$ cat src/common/conv_pkg.sv
package conv_pkg;

  // kernel side, at least 4 so a result is ready by the next write slot
  localparam int KERNEL_DEF = 5;
  localparam int FRAC_BITS  = 8;
  localparam int ADDR_W_DEF = 16;

  typedef logic signed [15:0] pixel_t;

  // one memory word, ch0 in the upper half
  typedef struct packed {
    pixel_t ch0;
    pixel_t ch1;
  } pair_t;

  typedef logic signed [31:0] prod_t;
  typedef logic signed [31:0] acc_t;

  localparam pixel_t PIX_MAX = 16'sh7fff;
  localparam pixel_t PIX_MIN = 16'sh8000;

  typedef enum logic [2:0] {
    IDLE      = 3'd0,
    LOAD_COEF = 3'd1,
    FILL      = 3'd2,
    STEP      = 3'd3,
    COMPUTE   = 3'd4,
    DRAIN     = 3'd5,
    DONE      = 3'd6
  } conv_state_t;

endpackage

$ cat src/hw/conv_mem_port.sv
`timescale 1ns/1ps

module conv_mem_port #(
  parameter int IMG_W    = 12,
  parameter int KERNEL   = conv_pkg::KERNEL_DEF,
  parameter int ADDR_W   = conv_pkg::ADDR_W_DEF,
  parameter int W_BASE   = 'h0100,
  parameter int B_BASE   = 'h0140,
  parameter int OUT_BASE = 'h0200
) (
  input  logic                                 clk,
  input  logic                                 rst,
  input  conv_pkg::conv_state_t                state,
  input  logic [$clog2(KERNEL+1)-1:0]          tap_cnt,
  input  logic [$clog2(2*KERNEL*KERNEL+1)-1:0] coef_cnt,
  input  logic [ADDR_W-1:0]                    col_base,
  input  logic                                 out_valid,
  input  conv_pkg::pair_t                      out_data,
  output logic [ADDR_W-1:0]                    mem_addr,
  output logic                                 mem_wen,
  output conv_pkg::pair_t                      mem_wdata,
  output logic                                 win_shift,
  output logic                                 wa_shift,
  output logic                                 wb_shift,
  output logic                                 bias_load
);
  import conv_pkg::*;

  localparam int NTAP = KERNEL * KERNEL;

  logic [ADDR_W-1:0] wr_addr;
  logic              pend_valid;
  logic              win_slot;
  logic              write_slot;
  logic              in_load;

  assign in_load    = (state == LOAD_COEF);
  assign win_slot   = ((state == FILL) || (state == STEP)) && (tap_cnt < KERNEL);
  // tap KERNEL of every slot, DRAIN included
  assign write_slot = ((state == FILL) || (state == STEP) || (state == DRAIN))
                      && (tap_cnt == KERNEL);
  assign mem_wen    = pend_valid && write_slot;

  always_comb begin
    if (in_load) begin
      if (coef_cnt < 2 * NTAP) begin
        mem_addr = ADDR_W'(W_BASE) + ADDR_W'(coef_cnt);
      end else begin
        mem_addr = ADDR_W'(B_BASE);
      end
    end else if (mem_wen) begin
      mem_addr = wr_addr;
    end else begin
      mem_addr = col_base + ADDR_W'(tap_cnt) * ADDR_W'(IMG_W);
    end
  end

  // tags follow the read by one cycle to meet the data
  always_ff @(posedge clk or posedge rst) begin
    if (rst) begin
      win_shift <= 1'b0;
      wa_shift  <= 1'b0;
      wb_shift  <= 1'b0;
      bias_load <= 1'b0;
    end else begin
      win_shift <= win_slot;
      wa_shift  <= in_load && (coef_cnt < NTAP);
      wb_shift  <= in_load && (coef_cnt >= NTAP) && (coef_cnt < 2 * NTAP);
      bias_load <= in_load && (coef_cnt == 2 * NTAP);
    end
  end

  always_ff @(posedge clk or posedge rst) begin
    if (rst) begin
      pend_valid <= 1'b0;
      wr_addr    <= ADDR_W'(OUT_BASE);
    end else begin
      if (out_valid) begin
        pend_valid <= 1'b1;
      end else if (mem_wen) begin
        pend_valid <= 1'b0;
      end
      if (state == IDLE) begin
        wr_addr <= ADDR_W'(OUT_BASE);
      end else if (mem_wen) begin
        wr_addr <= wr_addr + 1'b1;
      end
    end
  end

  always_ff @(posedge clk) begin
    if (out_valid) begin
      mem_wdata <= out_data;
    end
  end

endmodule

$ cat config.mk
export PLATFORM = sky130hd
export DESIGN_NAME = conv_mem_port
export DESIGN_NICKNAME = d
export VERILOG_FILES = /design/src/common/conv_pkg.sv /design/src/hw/conv_mem_port.sv
export SDC_FILE = /design/constraint.sdc
export NUM_CORES = 1
export LEC_CHECK = 0
export BUFFER_PORTS_ARGS = -buffer_cell sky130_fd_sc_hd__buf_4
export CORE_ASPECT_RATIO = 1.75
export CORE_MARGIN = 10
export CORE_UTILIZATION = 40
export CTS_CLUSTER_DIAMETER = 80
export DETAILED_ROUTE_END_ITERATION = 8
export PLACE_DENSITY = 0.69
export SKIP_CTS_REPAIR_TIMING = 1
export SYNTH_ARGS = -nofsm -noshare
export SYNTH_HDL_FRONTEND = slang
export SYNTH_SLANG_ARGS = --single-unit
export TNS_END_PERCENT = 5
$ cat constraint.sdc
create_clock -name clk -period 4.3 [get_ports clk]
set_input_delay 0.86 -clock clk [delete_from_list [all_inputs] [get_ports clk]]
set_output_delay 0.86 -clock clk [all_outputs]
set_load 0.02 [all_outputs]
-- Yosys cells after proc, flatten, opt, wreduce, memory -nomap -nowiden
Index checks and enable logic that the tools add are counted.
- bitwise gates (word level): 0
- multiplexer cells: 7
- $mul: 1
- shift-type cells: 0
- $lt $le $gt $ge: 4
- divide/modulo/power cells: 0
- reductions and logical operators: 12
- eq/ne operators: 6
- add/subtract/negate cells: 3
- operators with widths (operator ; count):
    $mux 16 ; 4
    $add 16x1->16 const B ; 1
    $add 16x7->16 ; 1
    $add 9x6->10 const A ; 1
    $mux 10 ; 1
    $logic_and 1x1->1 ; 7
    $eq 3x2->1 const B ; 2
    $eq 3x3->1 const B ; 2
    $eq 6x6->1 const B ; 1
    $ge 6x5->1 const B ; 1
    $lt 6x5->1 const B ; 1
    $lt 6x6->1 const B ; 1
    $mul 3x2->5 const B ; 1
    $reduce_bool 2->1 ; 2
    $eq 3x1->1 const B ; 1
    $logic_not 3->1 ; 1
    $lt 3x3->1 const B ; 1
    $logic_or 1x1->1 ; 2
    $mux 1 ; 2
- memories: 0
- output and inout bits: 53
- bits in read-only memories: 0
- memory bits (writable): 0
- bits in latches: 0
- bits in registers: 53

-- Longest topological paths before layout
Gate-level depths: netlist of run 1.
- depth in word-level cells: 7
- gate-level depth with buffers: 9
- mapped depth without buffers: 9

-- Least setup slack after synthesis of run 1
Ideal clock, no wire load.
- path type: input-to-output
- start point: input port tap_cnt[0]
- end point: output port mem_addr[9]
- path slack: 0.516 ns
- arrival: 2.924 ns
- stages: 9
- path buffers: 0
- required time: 3.440 ns
- path through: ha_1 -> fa_1 -> xor2_1 -> ha_1 -> o21ai_0 -> o21ai_1 -> nand4_1 -> xor2_1 -> a21oi_1
- cells in the longest elaborated chain, start to end: 5
- elaborated cells on any way between the ends: 7
- those cells by class: add/sub (1); mul (1); eq/ne (1); mux (2); reduce/logical (2)
- RTL lines (what ; RTL line ; text):
    start: declaration ; conv_mem_port.sv:14 ; input logic [$clog2(KERNEL+1)-1:0] tap_cnt,
    parallel branches: the longest is 3 deep, another holds $add 16x7->16 ; -- ;
    $mux 16 (*) ; conv_mem_port.sv:51 ; end else if (mem_wen) begin
    $mux 16 (*) ; conv_mem_port.sv:45 ; if (in_load) begin
    end: declaration ; conv_mem_port.sv:19 ; output logic [ADDR_W-1:0] mem_addr,
Mark *: on every way between the ends.

-- Final worst setup path of run 1
- start point: input port tap_cnt[0]
- end point: output port mem_addr[11]
The elaborated chain is that of the path after synthesis.

==> results of run 1 <==
[layout make-up]
class / instances / area, sq um
Timing Repair Buffer: 116 / 871
Fill cell: 585 / 2760
Inverter: 5 / 18.8
Clock buffer: 6 / 129
Sequential cell: 53 / 1490
Tap cell: 82 / 103
Clock inverter: 2 / 15.0
Multi-Input combinational cell: 169 / 1160
[cell families (layout without fill, tap and decap cells)]
logic type	count (synthesis)	in the layout	synth area share, %
xor+xnor	23	23	7.48
simple gates	81	81	15.4
mux	3	3	1.12
fa+ha+maj	12	12	6.13
buf+inv	12	129	1.72
flops	53	53	55.3
compound gates	50	50	12.9
[layout by cell type, fill, tap and decap left out, drive strengths merged, types with 2 or more instances in the layout]
cell / instances
buf: 116
edfxtp: 32
nor2: 24
dfrtp: 20
xor2: 19
nand2: 17
o21ai: 17
nand3: 15
a21oi: 14
ha: 10
nand4: 9
a211oi: 6
clkbuf: 6
a21o: 6
inv: 5
nor3: 4
xnor2: 4
mux2i: 3
a2111oi: 2
and4: 2
fa: 2
clkinvlp: 2
nand2b: 2
or2: 2
[state kept, by name (all words and copies together), names as in the netlist]
name        count
pend_valid      1
bias_load       1
wb_shift        1
wr_addr        16
mem_wdata      32
wa_shift        1
win_shift       1
[power breakdown]
part,switching [mW],internal [mW]
clock,0.168,0.216
sequential,0.0110,0.572
combinational,0.164,0.134
[synthesized netlist by cell type, drive strengths merged]
cell and count:
nand2b 2, o21bai 1, inv 5, and2 1, a21o 6, nor4 1, a221o 1, xor2 19
nand3 15, dfrtp 20, o21a 1, clkbuf 5, a2111oi 2, nor3b 1, nand2 17, dfstp 1
nand4 9, or2 2, nor2 24, and4 2, a21oi 14, xnor2 4, nor3 4, and4b 1
fa 2, mux2i 3, o21ai 17, a211oi 6, edfxtp 32, nand3b 1, a31oi 1, o311a 1
ha 10, and3 1, buf 2
[routing by layer]
metal  vias to the layer above  global-route usage [%]  share of wire [%]
li1                       1082                       -                  -
met1                       996                    14.2                 37
met2                       102                    24.3                 50
met3                        13                    4.39                 10
met4                         0                    6.94                2.8
met5                         -                       0                  0
[critical path: stages]
cell     delay [ns]
buf_4          0.13
ha_1           0.20
fa_1           0.37
xor2_1         0.17
ha_1           0.33
o21ai_0        0.12
o21ai_1        0.38
nand3_1        0.16
xor2_1         0.17
a21oi_1        0.15
buf_4          0.16
[worst paths after layout]
path                                             start                       to  cells after the start
worst max-delay path                        tap_cnt[0]             mem_addr[11]                     11
worst max register to register  wr_addr[0]$_DFFE_PP0P_  wr_addr[10]$_DFFE_PP0P_                      6
worst min-delay path            pend_valid$_DFFE_PP0P_   pend_valid$_DFFE_PP0P_                      1
worst min register to register  pend_valid$_DFFE_PP0P_   pend_valid$_DFFE_PP0P_                      1
max in group asynchronous                          rst  wr_addr[12]$_DFFE_PP0P_                      2
min in group asynchronous                          rst      bias_load$_DFF_PP0_                      2
[per-stage QoR]
| step | hold WS [ns] | instances |
|---|---|---|
| floorplan | 0.494 | 234 |
| finish | 0.541 | 433 |
| global route | 0.587 | 433 |
| global placement | 0.523 | 425 |
| CTS | 0.544 | 433 |
| detailed placement | 0.523 | 425 |
==> impl_metrics.env, run 1 <==
export IMPL_relSlewSlack_pct=43.6
export IMPL_start_kind="input pin"
export IMPL_grt_max_degree=34
export IMPL_cts_sinks=53
export IMPL_setup_slack_ns=0.227
export IMPL_fin_crit_ns=4.07
export IMPL_hold_viol_final=0
export IMPL_synth_area_leader_cell="edfxtp_1"
export IMPL_grt_total_usage_pct=13.9
export IMPL_wire_per_inst_microns=17.0
export IMPL_synthesis_nets=309
export IMPL_final_cell_area_sq_um=3780
export IMPL_required_ns=3.44
export IMPL_cts_root_buf="clkbuf_16"
export IMPL_ys_types=43
export IMPL_ys_ff_latch=53
export IMPL_clk_path_buf_depth=2
export IMPL_vias=2193
export IMPL_yosys_top_cells_area="edfxtp_1, dfrtp_1, xor2_1, ha_1, nor2_1"
export IMPL_area_growth_pct=40.5
export IMPL_critical_path_class="in2out"
export IMPL_clock_skew_ns=0.00322
export IMPL_syn_area_sq_um=2690
export IMPL_dpl_cell_area_sq_um=3640
export IMPL_portBuffers=115
export IMPL_power_density_nw_per_um2=335
export IMPL_max_cap_violations=0
export IMPL_initial_core_util_pct=41.2
export IMPL_outcome="complete, no violations"
export IMPL_cts_tree="done"
export IMPL_drive_above_1_share_pct=38.2
export IMPL_fin_tns_setup_ns=0
export IMPL_utilization_pct=57.8
export IMPL_fmax_mhz=246
export IMPL_setup_violations_final=0
export IMPL_clk_pin_slew_ns=0.07
export IMPL_drc_errors=0
export IMPL_cp_max_fo=6
export IMPL_grt_pass1_vias=2301
export IMPL_irDropWorstVdd_mv=0.152
export IMPL_dpl_hpwl_microns=6200
export IMPL_syn_inst=234
export IMPL_die_height_microns=129
export IMPL_pin_count=116
export IMPL_wl_microns=7380
export IMPL_avgViaCountPerCell=5.06
export IMPL_row_count=39
export IMPL_core_area_sq_um=6540
export IMPL_gp_congestion=0.882
export IMPL_yosysSeqAreaShare_pct=55.3
export IMPL_first_iter_violations=56
export IMPL_worst_pin_slew_ns=0.846
export IMPL_ant_nets=0
export IMPL_insertion_delay_ns=0.29
export IMPL_crit_arrival_ns=3.21
export IMPL_dr_pass1_iters=4
export IMPL_dieArea_sq_um=10500
export IMPL_total_power_mw=1.27
export IMPL_rsz0062_at_grt="false"
export IMPL_nets=425
export IMPL_period_share_pct=94.7
export IMPL_h_tree_depth=2
export IMPL_grt_overflow=0
export IMPL_pre_cts_ws_ns=0.235
export IMPL_antenna_found_initial=0
export IMPL_cts_buffers=5
export IMPL_die_width_microns=82.0
export IMPL_ys_warn_count=0
export IMPL_yosys_area_top_type_share_pct=35.7
export IMPL_endpoint_kind="output pin"
export IMPL_diodes=0
export IMPL_drv_slew=0
export IMPL_p_leak_nw=1.67
export IMPL_syn_mean_instance_area_sq_um=11.5
export IMPL_rrSetupSlack_ns=2.68
export IMPL_grt_pass1_wl_microns=11300
export IMPL_hp_class="reg2reg"
(Power assumes the default switching activity.)
==> inputs of run 2 (changes only) <==
Settings changed: ABC_AREA set to 1, PLACE_DENSITY 0.69 to 0.67.
==> run 2 against run 1 <==
  * Sequential power barely moved
  * Highest routed layer unchanged
  * Clock skew shrank 0.0018 ns
  * Critical path type unchanged
  * Wire length grew 25%
==> impl_metrics.env, run 2 <==
export IMPL_insertion_delay_ns=0.29
export IMPL_rrSetupSlack_ns=2.66
export IMPL_r2r_end="wr_addr[8]$_DFFE_PP0P_"
export IMPL_ys_ff_latch=53
export IMPL_initial_core_util_pct=40.8
export IMPL_pre_cts_ws_ns=0.357
export IMPL_clk_pin_slew_ns=0.07
export IMPL_final_cell_mix="buf_4, nand2_1, inv_1"
export IMPL_yosys_top_cells_area="edfxtp_1, dfrtp_1, nand2_1, nand3_1, inv_1"
export IMPL_fin_crit_ns=3.99
export IMPL_p_comb_share_pct=25.0
export IMPL_start_kind="input pin"
export IMPL_p_leak_nw=1.98
export IMPL_die_width_microns=86.2
export IMPL_max_flop_register="mem_wdata"
export IMPL_nets=559
export IMPL_ant_nets=0
export IMPL_drc_errors=0
export IMPL_required_ns=3.44
export IMPL_final_common_cell="buf_4"
export IMPL_yosysSeqAreaShare_pct=48.6
export IMPL_syn_mean_instance_area_sq_um=8.28
export IMPL_grt_total_usage_pct=15.3
export IMPL_crit_arrival_ns=3.13
export IMPL_grt_overflow=0
export IMPL_max_cap_violations=0
export IMPL_cp_max_fo=5
export IMPL_wire_per_inst_microns=16.0
export IMPL_hold_viol_final=0
export IMPL_cts_root_buf="clkbuf_16"
export IMPL_fin_tns_setup_ns=0
export IMPL_clk_path_buf_depth=2
export IMPL_hp_class="reg2reg"
export IMPL_power_share_switching_pct=29.1
export IMPL_grt_pass1_wl_microns=14400
export IMPL_outcome="complete, no violations"
export IMPL_wl_microns=9190
export IMPL_row_count=42
export IMPL_setup_violations_final=0
export IMPL_cp_startpoint="tap_cnt[0]"
export IMPL_synthFlopType="edfxtp_1"
export IMPL_h_tree_depth=2
export IMPL_syn_inst=370
export IMPL_critical_path_class="in2out"
export IMPL_drive_above_1_share_pct=28.0
export IMPL_synth_common_cells="nand2_1, inv_1, nand3_1"
export IMPL_relSlewSlack_pct=43.6
export IMPL_pin_count=116
export IMPL_rsz0062_at_grt="false"
export IMPL_ys_types=34
export IMPL_cts_buffers=5
export IMPL_top_regs="mem_wdata: 32 flops, wr_addr: 16 flops"
export IMPL_async_reset_ff_share_pct=39.6
export IMPL_avgViaCountPerCell=5.12
export IMPL_grt_pass1_vias=2998
export IMPL_holdWs_ns=0.507
export IMPL_whs_path_depth=2
export IMPL_ys_warn_count=0
export IMPL_hold_path_end="wr_addr[9]$_DFFE_PP1P_"
export IMPL_synthesis_nets=445
export IMPL_reg2reg_from="wr_addr[1]$_DFFE_PP0P_"
export IMPL_syn_area_sq_um=3060
export IMPL_gp_congestion=0.855
export IMPL_reg2reg_depth=7
export IMPL_dpl_hpwl_microns=7560
export IMPL_hold_start="wr_addr[9]$_DFFE_PP1P_"
export IMPL_cts_sinks=53
export IMPL_fillCellCount=723
export IMPL_seqPwrFrac_pct=44.4
export IMPL_portBuffers=115
export IMPL_irDropWorstVdd_mv=0.162
export IMPL_cts_tree="done"
export IMPL_synth_area_leader_cell="edfxtp_1"
export IMPL_largest_reg_flops=32
export IMPL_area_growth_pct=34.9
export IMPL_yosysMostFrequentCell="nand2_1"
export IMPL_period_share_pct=92.9
export IMPL_diodes=0
export IMPL_antenna_found_initial=0
export IMPL_dr_pass1_iters=4
export IMPL_p_switching_mw=0.382
export IMPL_worst_pin_slew_ns=0.845
export IMPL_synth_edf_count=32
export IMPL_dieArea_sq_um=11700
export IMPL_power_share_clock_pct=30.6
export IMPL_grt_max_degree=34
export IMPL_first_iter_violations=70
export IMPL_die_height_microns=136
export IMPL_power_density_nw_per_um2=318
export IMPL_fmax_mhz=250
export IMPL_setup_slack_ns=0.307
export IMPL_vias=2935
export IMPL_yosys_area_top_type_share_pct=31.4
export IMPL_clock_skew_ns=0.00145
export IMPL_drv_slew=0
export IMPL_internal_power_mw=0.930
export IMPL_endpoint_kind="output pin"
export IMPL_core_area_sq_um=7510
## run 2: cells by family (layout without fill, tap and decap cells)
family                   after synthesis  in the layout  share of synthesized area (%)
AO/OA/AOI/OAI                         44             44                           7.56
XOR/XNOR                               4              4                           1.14
adder cells (fa/ha/maj)               12             12                           5.39
buffers and inverters                 56            171                           7.84
flip-flops                            53             53                           48.6
AND/OR/NAND/NOR                      201            201                           29.5
## run 2: layout make-up
type                    instances  area, sq um  area share, %
multi-input cells             261         1340           32.4
inverters                      47          176           4.27
well taps                      88          110           2.66
clock inverters                 3         25.0          0.606
flip-flops and latches         53         1490           36.0
clock buffers                   5          125           3.03
repair buffers                116          871           21.1
## run 2: worst max-delay path, cell delays in order
cell     delay [ns]
buf_4          0.13
ha_1           0.21
fa_1           0.38
xor2_1         0.16
ha_1           0.36
nand2_1        0.11
nor2_1         0.16
nand2_1        0.11
nand3_1        0.20
nand2_1        0.08
nand2_1        0.06
nand3_1        0.07
nand2_1        0.08
inv_1          0.04
buf_4          0.14
## run 2: metal layers
layer	vias up	part of all wire, %	GRT usage (%)
met2	116	53	27.9
met3	10	6.7	3.86
met1	1357	39	15.3
met4	0	1.4	7.63
met5	-	0	0
li1	1452	-	-
## run 2: stage by stage
stage	cell area (sq um)	utilization [%]	instances	total power, mW
global placement	3980	53.0	565	0.918
detailed placement	3980	53.0	565	0.924
global route	4130	55.0	573	1.38
floorplan	3060	-	370	0.763
finish	4130	55.0	573	1.31
CTS	4130	55.0	573	1.33
## run 2: worst max-delay path by stage
| stage | to | slack, ns | cells after the start |
|---|---|---|---|
| CTS | mem_addr[15] | 0.35 | 15 |
| global route | mem_addr[15] | 0.14 | 15 |
| global placement | mem_addr[15] | 0.42 | 15 |
| detailed placement | mem_addr[15] | 0.36 | 15 |
| finish | mem_addr[15] | 0.31 | 15 |
| floorplan | mem_addr[8] | 0.75 | 11 |
## run 2: power groups by stage
stage	combinational [mW]	sequential, mW	clock, mW
final	0.328	0.583	0.402
after global routing	0.359	0.585	0.434
after CTS	0.331	0.583	0.420
after global placement	0.326	0.593	0
after floorplan	0.137	0.626	0
after detailed placement	0.330	0.594	0
